$ cat src/standby_pkg.sv
// Bus mode is a single bit; any other value than ModeI3c is treated as I2C
package standby_pkg;

  // 0 selects the I2C engine, 1 the I3C engine
  typedef logic bus_mode_t;

  localparam bus_mode_t ModeI3c = 1'b1;

endpackage

$ cat src/tti_pkg.sv
// Queue data is byte wide; the I2C engine side uses 32-bit words packed little-endian
package tti_pkg;

  // One RX or TX queue data byte
  typedef logic [7:0] tti_byte_t;

  // One I2C engine data word
  typedef logic [31:0] tti_word_t;

  // Byte lanes per engine word
  localparam int unsigned BytesPerWord = $bits(tti_word_t) / $bits(tti_byte_t);

  // Lane 0 holds bits 7:0
  typedef logic [$clog2(BytesPerWord)-1:0] byte_idx_t;

endpackage
$ cat src/i2c_byte_lane_if.sv
// Byte streams only; both use valid/ready and hold valid and data until the transfer
`timescale 1ns/1ns

interface i2c_byte_lane_if;
  import tti_pkg::*;

  // Serializer toward the RX queue
  logic      rx_valid;
  tti_byte_t rx_data;
  logic      rx_ready;

  // TX queue toward the packer
  logic      tx_valid;
  tti_byte_t tx_data;
  logic      tx_ready;

  modport ser (
    output rx_valid,
    output rx_data,
    input  rx_ready
  );

  modport pack (
    input  tx_valid,
    input  tx_data,
    output tx_ready
  );

  modport mux (
    input  rx_valid,
    input  rx_data,
    output rx_ready,
    output tx_valid,
    output tx_data,
    input  tx_ready
  );

endinterface

$ cat src/controller_standby_dp.sv
// Engines are external; I2C side is word wide, queues are byte wide, no flush on the I2C path
`timescale 1ns/1ns

module controller_standby_dp (
  input  logic                clk_i,
  input  logic                rst_ni,

  input  logic                i3c_active_en_i,
  input  logic                i3c_standby_en_i,

  // I2C engine words
  input  logic                i2c_rx_valid_i,
  input  tti_pkg::tti_word_t  i2c_rx_data_i,
  output logic                i2c_rx_ready_o,
  output logic                i2c_tx_valid_o,
  output tti_pkg::tti_word_t  i2c_tx_data_o,
  input  logic                i2c_tx_ready_i,

  // I3C engine bytes
  input  logic                i3c_rx_valid_i,
  input  tti_pkg::tti_byte_t  i3c_rx_data_i,
  input  logic                i3c_rx_flush_i,
  output logic                i3c_rx_ready_o,
  input  logic                i3c_tx_ready_i,
  input  logic                i3c_tx_flush_i,
  output logic                i3c_tx_valid_o,
  output tti_pkg::tti_byte_t  i3c_tx_data_o,

  // RX data queue
  output logic                rx_queue_wvalid_o,
  output tti_pkg::tti_byte_t  rx_queue_wdata_o,
  input  logic                rx_queue_wready_i,
  output logic                rx_queue_flush_o,

  // TX data queue
  input  logic                tx_queue_rvalid_i,
  input  tti_pkg::tti_byte_t  tx_queue_rdata_i,
  output logic                tx_queue_rready_o,
  output logic                tx_queue_flush_o,

  // IBI queue
  input  logic                ibi_queue_rvalid_i,
  output logic                ibi_queue_rready_o,
  input  logic                i3c_ibi_ready_i,
  output logic                i3c_ibi_valid_o,

  input  logic                parity_err_i,
  input  logic                get_status_done_i,
  output logic                err_o
);

  i2c_byte_lane_if lane ();

  // 32 to 8 toward the RX queue
  word_to_byte_conv u_rx_ser (
    .clk_i        (clk_i),
    .rst_ni       (rst_ni),
    .word_valid_i (i2c_rx_valid_i),
    .word_data_i  (i2c_rx_data_i),
    .word_ready_o (i2c_rx_ready_o),
    .lane_o       (lane.ser)
  );

  // 8 to 32 from the TX queue
  byte_to_word_conv u_tx_pack (
    .clk_i        (clk_i),
    .rst_ni       (rst_ni),
    .lane_i       (lane.pack),
    .word_valid_o (i2c_tx_valid_o),
    .word_data_o  (i2c_tx_data_o),
    .word_ready_i (i2c_tx_ready_i)
  );

  standby_tti_mux u_mux (
    .clk_i              (clk_i),
    .rst_ni             (rst_ni),
    .i3c_active_en_i    (i3c_active_en_i),
    .i3c_standby_en_i   (i3c_standby_en_i),
    .lane_i             (lane.mux),
    .i3c_rx_valid_i     (i3c_rx_valid_i),
    .i3c_rx_data_i      (i3c_rx_data_i),
    .i3c_rx_flush_i     (i3c_rx_flush_i),
    .i3c_rx_ready_o     (i3c_rx_ready_o),
    .i3c_tx_ready_i     (i3c_tx_ready_i),
    .i3c_tx_flush_i     (i3c_tx_flush_i),
    .i3c_tx_valid_o     (i3c_tx_valid_o),
    .i3c_tx_data_o      (i3c_tx_data_o),
    .rx_queue_wvalid_o  (rx_queue_wvalid_o),
    .rx_queue_wdata_o   (rx_queue_wdata_o),
    .rx_queue_wready_i  (rx_queue_wready_i),
    .rx_queue_flush_o   (rx_queue_flush_o),
    .tx_queue_rvalid_i  (tx_queue_rvalid_i),
    .tx_queue_rdata_i   (tx_queue_rdata_i),
    .tx_queue_rready_o  (tx_queue_rready_o),
    .tx_queue_flush_o   (tx_queue_flush_o),
    .ibi_queue_rvalid_i (ibi_queue_rvalid_i),
    .ibi_queue_rready_o (ibi_queue_rready_o),
    .i3c_ibi_ready_i    (i3c_ibi_ready_i),
    .i3c_ibi_valid_o    (i3c_ibi_valid_o),
    .parity_err_i       (parity_err_i),
    .get_status_done_i  (get_status_done_i),
    .err_o              (err_o)
  );

endmodule

$ cat src/standby_tti_mux.sv
// Mode switches are not synchronized to transfers; change mode only while both streams are idle
`timescale 1ns/1ns

module standby_tti_mux (
  input  logic                clk_i,
  input  logic                rst_ni,

  input  logic                i3c_active_en_i,
  input  logic                i3c_standby_en_i,

  i2c_byte_lane_if.mux        lane_i,

  // I3C engine RX
  input  logic                i3c_rx_valid_i,
  input  tti_pkg::tti_byte_t  i3c_rx_data_i,
  input  logic                i3c_rx_flush_i,
  output logic                i3c_rx_ready_o,

  // I3C engine TX
  input  logic                i3c_tx_ready_i,
  input  logic                i3c_tx_flush_i,
  output logic                i3c_tx_valid_o,
  output tti_pkg::tti_byte_t  i3c_tx_data_o,

  // RX data queue
  output logic                rx_queue_wvalid_o,
  output tti_pkg::tti_byte_t  rx_queue_wdata_o,
  input  logic                rx_queue_wready_i,
  output logic                rx_queue_flush_o,

  // TX data queue
  input  logic                tx_queue_rvalid_i,
  input  tti_pkg::tti_byte_t  tx_queue_rdata_i,
  output logic                tx_queue_rready_o,
  output logic                tx_queue_flush_o,

  // IBI queue
  input  logic                ibi_queue_rvalid_i,
  output logic                ibi_queue_rready_o,
  input  logic                i3c_ibi_ready_i,
  output logic                i3c_ibi_valid_o,

  input  logic                parity_err_i,
  input  logic                get_status_done_i,
  output logic                err_o
);
  import standby_pkg::*;

  bus_mode_t mode;
  logic      is_i3c;

  assign mode   = bus_mode_t'(i3c_active_en_i | i3c_standby_en_i);
  assign is_i3c = (mode == ModeI3c);

  always_comb begin
    // RX queue write side
    rx_queue_wvalid_o = is_i3c ? i3c_rx_valid_i : lane_i.rx_valid;
    rx_queue_wdata_o  = is_i3c ? i3c_rx_data_i : lane_i.rx_data;
    rx_queue_flush_o  = is_i3c & i3c_rx_flush_i;
    i3c_rx_ready_o    = is_i3c & rx_queue_wready_i;
    lane_i.rx_ready   = ~is_i3c & rx_queue_wready_i;

    // TX queue read side
    tx_queue_rready_o = is_i3c ? i3c_tx_ready_i : lane_i.tx_ready;
    tx_queue_flush_o  = is_i3c & i3c_tx_flush_i;
    i3c_tx_valid_o    = is_i3c & tx_queue_rvalid_i;
    i3c_tx_data_o     = tx_queue_rdata_i;
    lane_i.tx_valid   = ~is_i3c & tx_queue_rvalid_i;
    lane_i.tx_data    = tx_queue_rdata_i;

    // IBI only exists on I3C
    i3c_ibi_valid_o    = is_i3c & ibi_queue_rvalid_i;
    ibi_queue_rready_o = is_i3c & i3c_ibi_ready_i;
  end

  // Sticky error, status read has priority
  always_ff @(posedge clk_i or negedge rst_ni) begin
    if (!rst_ni) begin
      err_o <= 1'b0;
    end else if (get_status_done_i) begin
      err_o <= 1'b0;
    end else if (parity_err_i) begin
      err_o <= 1'b1;
    end
  end

endmodule

$ cat src/byte_to_word_conv.sv
// First byte lands in lane 0; a partial word is held until four bytes have arrived
`timescale 1ns/1ns

module byte_to_word_conv (
  input  logic                clk_i,
  input  logic                rst_ni,
  i2c_byte_lane_if.pack       lane_i,
  output logic                word_valid_o,
  output tti_pkg::tti_word_t  word_data_o,
  input  logic                word_ready_i
);
  import tti_pkg::*;

  localparam byte_idx_t LastLane = byte_idx_t'(BytesPerWord - 1);

  tti_word_t word_q;
  byte_idx_t lane_q;
  logic      full_q;

  logic      byte_fire;
  logic      word_fire;

  assign word_fire = full_q & word_ready_i;

  // Room for a byte unless full and stalled
  assign lane_i.tx_ready = ~full_q | word_ready_i;
  assign byte_fire       = lane_i.tx_valid & lane_i.tx_ready;

  assign word_valid_o = full_q;
  assign word_data_o  = word_q;

  // Lane counter wraps to 0 as the word fills
  always_ff @(posedge clk_i or negedge rst_ni) begin
    if (!rst_ni) begin
      full_q <= 1'b0;
      lane_q <= '0;
    end else begin
      if (byte_fire) begin
        lane_q <= lane_q + 1'b1;
      end
      if (byte_fire && (lane_q == LastLane)) begin
        full_q <= 1'b1;
      end else if (word_fire) begin
        full_q <= 1'b0;
      end
    end
  end

  // Lane 0 may be overwritten in the cycle the full word leaves
  always_ff @(posedge clk_i) begin
    if (byte_fire) begin
      word_q[lane_q * $bits(tti_byte_t) +: $bits(tti_byte_t)] <= lane_i.tx_data;
    end
  end

endmodule

$ cat src/word_to_byte_conv.sv
// Sends lane 0 first; no flush, a started word always drains all four bytes
`timescale 1ns/1ns

module word_to_byte_conv (
  input  logic                clk_i,
  input  logic                rst_ni,
  input  logic                word_valid_i,
  input  tti_pkg::tti_word_t  word_data_i,
  output logic                word_ready_o,
  i2c_byte_lane_if.ser        lane_o
);
  import tti_pkg::*;

  localparam byte_idx_t LastLane = byte_idx_t'(BytesPerWord - 1);

  tti_word_t word_q;
  byte_idx_t lane_q;
  logic      busy_q;

  logic      byte_fire;
  logic      last_byte;
  logic      word_fire;

  assign byte_fire = busy_q & lane_o.rx_ready;
  assign last_byte = (lane_q == LastLane);

  // Next word may enter while the last byte leaves
  assign word_ready_o = ~busy_q | (byte_fire & last_byte);
  assign word_fire    = word_valid_i & word_ready_o;

  assign lane_o.rx_valid = busy_q;
  assign lane_o.rx_data  = word_q[lane_q * $bits(tti_byte_t) +: $bits(tti_byte_t)];

  always_ff @(posedge clk_i or negedge rst_ni) begin
    if (!rst_ni) begin
      busy_q <= 1'b0;
      lane_q <= '0;
    end else begin
      if (word_fire) begin
        busy_q <= 1'b1;
        lane_q <= '0;
      end else if (byte_fire && last_byte) begin
        busy_q <= 1'b0;
        lane_q <= '0;
      end else if (byte_fire) begin
        lane_q <= lane_q + 1'b1;
      end
    end
  end

  // Word buffer
  always_ff @(posedge clk_i) begin
    if (word_fire) begin
      word_q <= word_data_i;
    end
  end

endmodule

$ cat config.mk
export PLATFORM = sky130hd
export DESIGN_NAME = controller_standby_dp
export DESIGN_NICKNAME = d
export VERILOG_FILES = /design/src/standby_pkg.sv /design/src/tti_pkg.sv /design/src/i2c_byte_lane_if.sv /design/src/controller_standby_dp.sv /design/src/standby_tti_mux.sv /design/src/byte_to_word_conv.sv /design/src/word_to_byte_conv.sv
export SDC_FILE = /design/constraint.sdc
export NUM_CORES = 1
export LEC_CHECK = 0
export ABC_CLOCK_PERIOD_IN_PS = 5700
export BUFFER_PORTS_ARGS = -buffer_cell sky130_fd_sc_hd__buf_2
export CORE_ASPECT_RATIO = 0.8
export CORE_MARGIN = 8
export CORE_UTILIZATION = 25
export DETAILED_ROUTE_END_ITERATION = 8
export PLACE_DENSITY = 0.53
export SLEW_MARGIN = 15
export SYNTH_ARGS = -nofsm -noshare
export SYNTH_HDL_FRONTEND = slang
export SYNTH_SLANG_ARGS = --single-unit
$ cat constraint.sdc
create_clock -name clk_i -period 5.7 [get_ports clk_i]
set_input_delay 0.855 -clock clk_i [delete_from_list [all_inputs] [get_ports clk_i]]
set_output_delay 0.855 -clock clk_i [all_outputs]
set_load 0.005 [all_outputs]
==> results of run 1 <==
worst paths after layout:
path	slack (ns)	startpoint	end	cells after the start
max	2.86	u_rx_ser.lane_q[0]$_DFFE_PN0P_	rx_queue_wdata_o[7]	4
min	0.36	rst_ni	u_mux.err_o$_DFFE_PN0P_	1
max reg2reg	3.56	u_rx_ser.lane_q[0]$_DFFE_PN0P_	u_rx_ser.word_q[24]$_DFFE_PP_	5
min reg2reg	0.50	u_mux.err_o$_DFFE_PN0P_	u_mux.err_o$_DFFE_PN0P_	2
max in group asynchronous	5.16	rst_ni	u_rx_ser.lane_q[0]$_DFFE_PN0P_	1
min in group clk_i	0.50	u_mux.err_o$_DFFE_PN0P_	u_mux.err_o$_DFFE_PN0P_	2
flip-flops by register name (all words and copies together) (netlist names):
| signal | flops |
|---|---|
| u_mux.err_o | 1 |
| u_rx_ser.lane_o.rx_valid | 1 |
| u_rx_ser.lane_q | 2 |
| u_rx_ser.word_q | 32 |
| u_tx_pack.lane_q | 2 |
| u_tx_pack.word_data_o | 32 |
| u_tx_pack.word_valid_o | 1 |
per-layer routing:
metal	vias to the layer above	wire length, µm
li1	952	-
met1	966	3320
met2	53	3880
met3	8	374
met4	0	133
met5	-	0
per-stage QoR:
| stage | power (mW) | worst slack, ns | utilization (%) | cells |
|---|---|---|---|---|
| global placement | 1.00 | 2.89 | 31.3 | 464 |
| finish | 1.58 | 2.86 | 33.9 | 480 |
| floorplan | 0.903 | 3.08 | - | 202 |
| CTS | 1.60 | 2.80 | 33.9 | 480 |
| global route | 1.66 | 2.73 | 33.9 | 480 |
| detailed placement | 1.01 | 2.90 | 31.3 | 464 |
layout make-up:
cell class / instances / area [µm²]
tap: 152 / 190
fill: 1205 / 7920
clock inverter: 6 / 85.1
sequential: 71 / 2100
multi-input combinational: 115 / 828
timing repair buffer: 123 / 618
inverter: 3 / 11.3
clock buffer: 10 / 229
cells by family after synthesis:
family	share of synthesized area (%)
and+or+nand+nor	17.1
DFF	69.3
buffers and inverters	3.35
muxes	6.45
adders and majority gates	2.48
AOI/OAI and AO/OA	1.03
xor gates and xnor gates	0.289
cells in the final DEF (no fill, tap or decap), types with 2 or more instances in the layout:
master / n
and2_1: 42
buf_2: 122
bufinv_16: 2
clkbuf_16: 9
dfrtp_1: 7
edfxtp_1: 64
ha_1: 6
inv_1: 2
mux4_2: 7
nand2_1: 36
nand2b_1: 2
nand4_1: 2
nor2_1: 4
nor3b_2: 3
report_power, final:
group          internal (mW)  total (mW)  switching (mW)
Sequential             0.625       0.676          0.0511
Clock                  0.382       0.590           0.209
Combinational          0.165       0.316           0.152
Total                   1.17        1.58           0.412
==> reports/qor.csv, run 1 <==
metric;value;unit
drc_errors;0;
seq_area_frac_synth;69.3;%
cp-start-kind;register;
use_met3;2.33;%
syn_inst;202;
ys_warn_count;0;
die_x;139;µm
initialDrtViolationCount;83;
grt_use_met1;11.9;%
synth_most_common_cell;edfxtp_1;
worst-endpoint-required;4.85;ns
clk_latency;0.32;ns
outcome;finished clean;
initial_core_util;25.3;%
synth-async-reset-ratio;9.86;%
rsz0062_at_grt;false;
routed_wl;7710;µm
max_slew_margin;55.8;%
synth_top_area_share;63.5;%
path_max_fanout;12;
ctsRootBufferMaster;clkbuf_16;
gp_congestion;0.776;
cp.arrival;1.99;ns
setup_viol;0;
clk_pin_slew;0.06;ns
synth_cell_types;29;
synthTopCellsByArea;edfxtp_1 63%, and2_1 8.7%, dfrtp_1 5.8%;
numCtsBuffers;9;
cts.sinks;71;
worst_path_max_delay_cell;dfrtp_1;
fp.coreArea;12000;µm²
whs;0.363;ns
dpl_cell_area;3740;µm²
syn_to_final_growth;34.1;%
end_kind;output pin;
fmax;352;MHz
num_vias;1979;
crit_chain;mux4_1 -> nand2_1 -> nand2_1 -> buf_2;
grt_usage;9.93;%
synth_common_cells;64 x edfxtp_1, 42 x and2_1, 36 x nand2_1, 8 x buf_4;
cts_hold_buf;0;
antenna_found_initial;0;
final.period_utilization;49.8;%
rows;36;
htreeDepth;3;
grt_max_degree;33;
drv_slew;0;
cts_tree;yes;
postSynthAreaPerCell;15.0;µm²
synth_edf_count;64;
cp_num_buf_inv;1;
maxCapViolCount;0;
hpwl;5950;µm
path_class;reg -> out;
post_cts_resized;0;
crit_path_max_incr_delay;0.75;ns
postLayoutCellArea;4060;µm²
period_minus_slack;2.84;ns
skew;0.00494;ns
grt_first_pass_wirelength;12100;µm
pin_count;123;
io_buffer_count;122;
routedWlPerCell;16.1;µm
powerDensity;390;nW/µm²
antenna-diode-count;0;
die_h;114;µm
grt.busiest_layer;met2;
hold_class;in -> async;
ys_ff_latch;71;
p_leak;1.72;nW
crit_family;flip-flops;
die_area;15900;µm²
grt_pass1_vias;2144;
yosysTopAreaCell;edfxtp_1;
syn_nets;272;
syn-cell-area;3030;µm²
clockBufferDepth;2;
drive_gt1_share;46.3;%
ant_nets;0;
postCtsSetupRepairBufs;0;
worst_slew_pin_slew;0.663;ns
viasPerCell;4.12;
crit_top_cell;nand2_1;
ir_worst_vdd;0.137;mV
ys.flop_type;edfxtp_1;
use_met2;16.4;%
dr.pass1.iters;4;
hold_viol;0;
fin_tns_setup;0;ns
grt_overflow_total;0;
nNetsFinal;393;
Note: power is estimated with default switching activity, not from simulation.
==> run 2, diff against run 1 <==
Settings changed: ABC_CLOCK_PERIOD_IN_PS 5700 to 2350, PLACE_DENSITY 0.53 to 0.55.
Clock period 5.7 ns to 2.35 ns, I/O delays scaled along.
==> run 2 against run 1 <==
Clock-buffer cell count rose by 1. Worst hold slack got worse by 0.18 ns. Utilization rose by 0.60 points. Cell area rose by 1.8%. Non-clock buffer count rose by 5. Critical endpoint is now rx_queue_wdata_o[6]. Power rose by 150%. Final cell count rose by 1.0%. Critical path depth rose by 1. Die area did not move.
==> reports/qor.csv, run 2 (synthesis results as in run 1) <==
metric;value;unit
ir_worst_vdd;0.364;mV
min_to;u_mux.err_o$_DFFE_PN0P_;
initial_core_util;25.3;%
crit_chain;buf_4 -> mux4_2 -> nand2_1 -> nand2_1 -> buf_2;
final_cell_mix;122 x buf_2, 64 x edfxtp_1, 42 x and2_1;
initialDrtViolationCount;98;
dp_cells;468;
powerDensity;951;nW/µm²
htreeDepth;3;
period_minus_slack;2.21;ns
crit_family;flip-flops;
regArea;2100;µm²
rsz0062_at_grt;false;
clk_pin_slew;0.06;ns
cp_num_buf_inv;2;
die_h;114;µm
hp-start;get_status_done_i;
worst_slew_pin_slew;0.430;ns
num_vias;1947;
reg2reg_to;u_rx_ser.word_q[29]$_DFFE_PP_;
post_cts_resized;0;
worst_path_max_delay_cell;dfrtp_1;
whs;0.178;ns
cts.sinks;71;
routedWlPerCell;16.0;µm
r2r-start;u_rx_ser.lane_q[0]$_DFFE_PN0P_;
crit_path_max_incr_delay;0.52;ns
grt_overflow_total;0;
postLayoutCellArea;4130;µm²
final_common_cell;buf_2;
antenna_found_initial;0;
fmax;453;MHz
p_leak;1.75;nW
crit_top_cell;nand2_1;
reg2reg_slack;0.62;ns
ctsRootBufferMaster;clkbuf_16;
grt_pass1_vias;2105;
cp.arrival;1.85;ns
rows;36;
drc_errors;0;
ant_nets;0;
numCtsBuffers;9;
n_fill_cell;1199;
pin_count;123;
max_slew_margin;71.2;%
setup_viol;0;
clk_latency;0.33;ns
worst-endpoint-required;2.00;ns
multi_input_area;828;µm²
drive_gt1_share;47.4;%
outcome;finished clean;
antenna-diode-count;0;
hpwl;6000;µm
skew;0.00879;ns
syn_to_final_growth;36.5;%
dpl_cell_area;3790;µm²
die_x;139;µm
cts_tree;yes;
routed_wl;7740;µm
holdPathStages;2;
grt_max_degree;33;
path_class;reg -> out;
path_max_fanout;7;
final.period_utilization;93.9;%
die_area;15900;µm²
maxCapViolCount;0;
io_buffer_count;122;
hold_viol;0;
viasPerCell;4.01;
dr.pass1.iters;4;
ff2ff_path_depth;5;
nNetsFinal;398;
cts_hold_buf;1;
postCtsSetupRepairBufs;0;
drv_slew;0;
end_kind;output pin;
fp.coreArea;12000;µm²
fin_tns_setup;0;ns
grt_usage;9.71;%
stdcell_count;485;
clockBufferDepth;2;
cp-start-kind;register;
grt_first_pass_wirelength;11800;µm
hold_class;in -> reg;
gp_congestion;0.707;
[run 2: cell count changes in the layout (fill, tap and decap cells not counted), sizes merged]
cell / delta
buf: +4
clkinv: -2
clkbuf: +1
clkinvlp: +1
dlygate4sd3: +1
[run 2: through the flow]
step	utilization (%)	power, mW	setup slack, ns
after floorplan	-	2.19	0.236
after global placement	31.6	2.45	0.521
after detailed placement	31.6	2.47	0.467
after CTS	34.5	3.98	0.113
after global routing	34.5	4.11	0.0686
final	34.5	3.93	0.143
[run 2: layout make-up]
class,instances,share of cell area (%)
inverter,3,0.273
sequential,71,50.8
clock buffer,11,6.12
multi-input combinational,115,20.1
timing repair buffer,128,16.2
tap,152,4.60
clock inverter,5,1.94
[run 2: worst max-delay path by stage]
stage	startpoint	to	slack [ns]	depth (start not counted)
final	u_rx_ser.lane_q[0]$_DFFE_PN0P_	rx_queue_wdata_o[6]	0.14	5
after global routing	u_rx_ser.lane_q[0]$_DFFE_PN0P_	rx_queue_wdata_o[1]	0.07	5
after CTS	u_rx_ser.lane_q[0]$_DFFE_PN0P_	rx_queue_wdata_o[6]	0.11	5
after detailed placement	u_rx_ser.lane_q[0]$_DFFE_PN0P_	rx_queue_wdata_o[6]	0.47	5
after global placement	u_rx_ser.lane_q[0]$_DFFE_PN0P_	rx_queue_wdata_o[1]	0.52	5
after floorplan	i3c_standby_en_i	u_rx_ser.word_q[0]$_DFFE_PP_	0.24	4
[run 2: worst register-to-register path, stage by stage (launching register included)]
cell and delay [ns]:
dfrtp_1 0.52, ha_1 0.25, nand2_1 0.07, o21ai_2 0.17, and2_1 0.20, buf_12 0.21
[run 2: per-layer routing]
metal | vias up | wire, µm | track usage [%]
met1 | 945 | 3410 | 11.3
met3 | 6 | 178 | 1.75
met2 | 30 | 4040 | 17.1
met5 | - | 0 | 0
met4 | 0 | 109 | 4.96
li1 | 966 | - | -
[run 2: power by group]
part	leakage [nW]	internal, mW	total [mW]	switching (mW)
logic	0.923	0.427	0.844	0.417
clock network	0.158	0.985	1.50	0.511
registers	0.673	1.52	1.59	0.0697
==> run 3, diff against run 2 <==
Settings changed: ABC_CLOCK_PERIOD_IN_PS 2350 to 2100, PLACE_DENSITY 0.55 to 0.53.
Clock period 2.35 ns to 2.1 ns, I/O delays scaled along.
==> run 3 against run 2 <==
Utilization fell by 0.24 points. Worst hold slack got worse by 0.045 ns. Die area stayed put. Clock-buffer cell count rose by 1. Power rose by 8.1%. Flip-flop and latch count stayed put. Routed wire length increased by 2.6%. Final cell count stayed put. First-iteration DRC count is 28% lower. Register-to-register slack worse by 0.27 ns. Critical path type unchanged.
==> reports/qor.csv, run 3 (synthesis results as in run 1) <==
metric;value;unit
dr.pass1.iters;4;
viasPerCell;4.11;
cp.arrival;1.67;ns
numCtsBuffers;9;
drive_gt1_share;46.8;%
worst_path_max_delay_cell;mux4_1;
num_vias;1995;
htreeDepth;3;
nNetsFinal;398;
fin_tns_setup;0;ns
end_kind;output pin;
crit_path_max_incr_delay;0.57;ns
whs;0.133;ns
cp-start-kind;register;
syn_to_final_growth;35.5;%
cp_num_buf_inv;2;
crit_chain;buf_6 -> mux4_1 -> nand2_1 -> nand2_1 -> buf_2;
clk_latency;0.32;ns
fin_total_pwr;4.24;mW
r2r-start;u_tx_pack.lane_q[0]$_DFFE_PN0P_;
powerDensity;1030;nW/µm²
final.period_utilization;94.3;%
dp_cells;468;
antenna-diode-count;0;
grt_overflow_total;0;
grt_max_degree;33;
max_slew_margin;67.8;%
reg2reg_to;u_tx_pack.word_data_o[23]$_DFFE_PP_;
cts_tree;yes;
skew;0.00408;ns
crit_top_cell;nand2_1;
routedWlPerCell;16.4;µm
die_x;139;µm
drv_slew;0;
grt_usage;10.1;%
hold_class;in -> reg;
path_class;reg -> out;
drc_errors;0;
outcome;finished clean;
reg2reg_slack;0.35;ns
startpoint;u_rx_ser.lane_q[0]$_DFFE_PN0P_;
worst-endpoint-required;1.78;ns
crit_family;multiplexers;
ctsRootBufferMaster;clkbuf_16;
dpl_cell_area;3790;µm²
path_depth;5;
fmax;505;MHz
gp_congestion;0.745;
ant_nets;0;
worst_slew_pin_slew;0.481;ns
initialDrtViolationCount;71;
path_max_fanout;12;
rsz0062_at_grt;false;
initial_core_util;25.3;%
io_buffer_count;122;
ff2ff_path_depth;4;
hold_viol;0;
postCtsSetupRepairBufs;0;
fp.coreArea;12000;µm²
rows;36;
postLayoutCellArea;4100;µm²
die_h;114;µm
hp-start;get_status_done_i;
maxCapViolCount;0;
setup.worst_path.end;rx_queue_wdata_o[7];
grt_first_pass_wirelength;12000;µm
clockBufferDepth;2;
finalWorstSetupSlack;0.119;ns
final_util;34.2;%
clk_pin_slew;0.05;ns
setup_viol;0;
stdcell_count;485;
final_common_cell;buf_2;
routed_wl;7940;µm
highest_layer;met4;
antenna_found_initial;0;
period_minus_slack;1.98;ns
dp_slack;0.369;ns
cts.sinks;71;
die_area;15900;µm²
ir_worst_vdd;0.434;mV
wl_met2;4010;µm
grt_pass1_vias;2131;
wl_met1;3480;µm
pin_count;123;
hpwl;6140;µm
final_cell_mix;122 x buf_2, 64 x edfxtp_1, 42 x and2_1;
p_leak;1.75;nW
wl_met3;346;µm
==> run 3: layout make-up <==
class	count	area, µm²
multi-input combinational	115	828
clock buffer	12	256
fill	1198	7880
clock inverter	4	43.8
tap	152	190
sequential	71	2100
timing repair buffer	128	674
inverter	3	11.3
==> run 3: how the worst min path moves through the flow <==
stage / endpoint / depth (start not counted)
global placement: u_mux.err_o$_DFFE_PN0P_ / 1
floorplan: u_mux.err_o$_DFFE_PN0P_ / 0
detailed placement: u_mux.err_o$_DFFE_PN0P_ / 1
CTS: u_mux.err_o$_DFFE_PN0P_ / 2
finish: u_mux.err_o$_DFFE_PN0P_ / 2
global route: u_mux.err_o$_DFFE_PN0P_ / 2
==> run 3: repair_timing <==
| item | 4_1_cts | 5_1_grt |
|---|---|---|
| endpoints found under the setup margin | 0 | 1 |
| resized for setup | 0 | 1 |
| hold buffers | 1 | 0 |
| endpoints found under the hold margin | 7 | 0 |
==> run 3: metal layers <==
metal | track usage, % | vias to the layer above
met4 | 4.81 | 0
met1 | 12.0 | 968
met2 | 16.6 | 57
met5 | 0 | -
met3 | 2.88 | 8
li1 | - | 962
==> run 3: worst register-to-register path, delay by kind of cell (launching register included) <==
kind	cells	cell delay (ns)
adder cells (fa/ha/maj)	1	0.38
flip-flops	1	0.46
buffers and inverters	1	0.12
AND/OR/NAND/NOR	2	0.65
==> run 3: power breakdown <==
part,internal [mW],switching (mW)
clock,0.976,0.539
combinational,0.484,0.480
sequential,1.70,0.0676
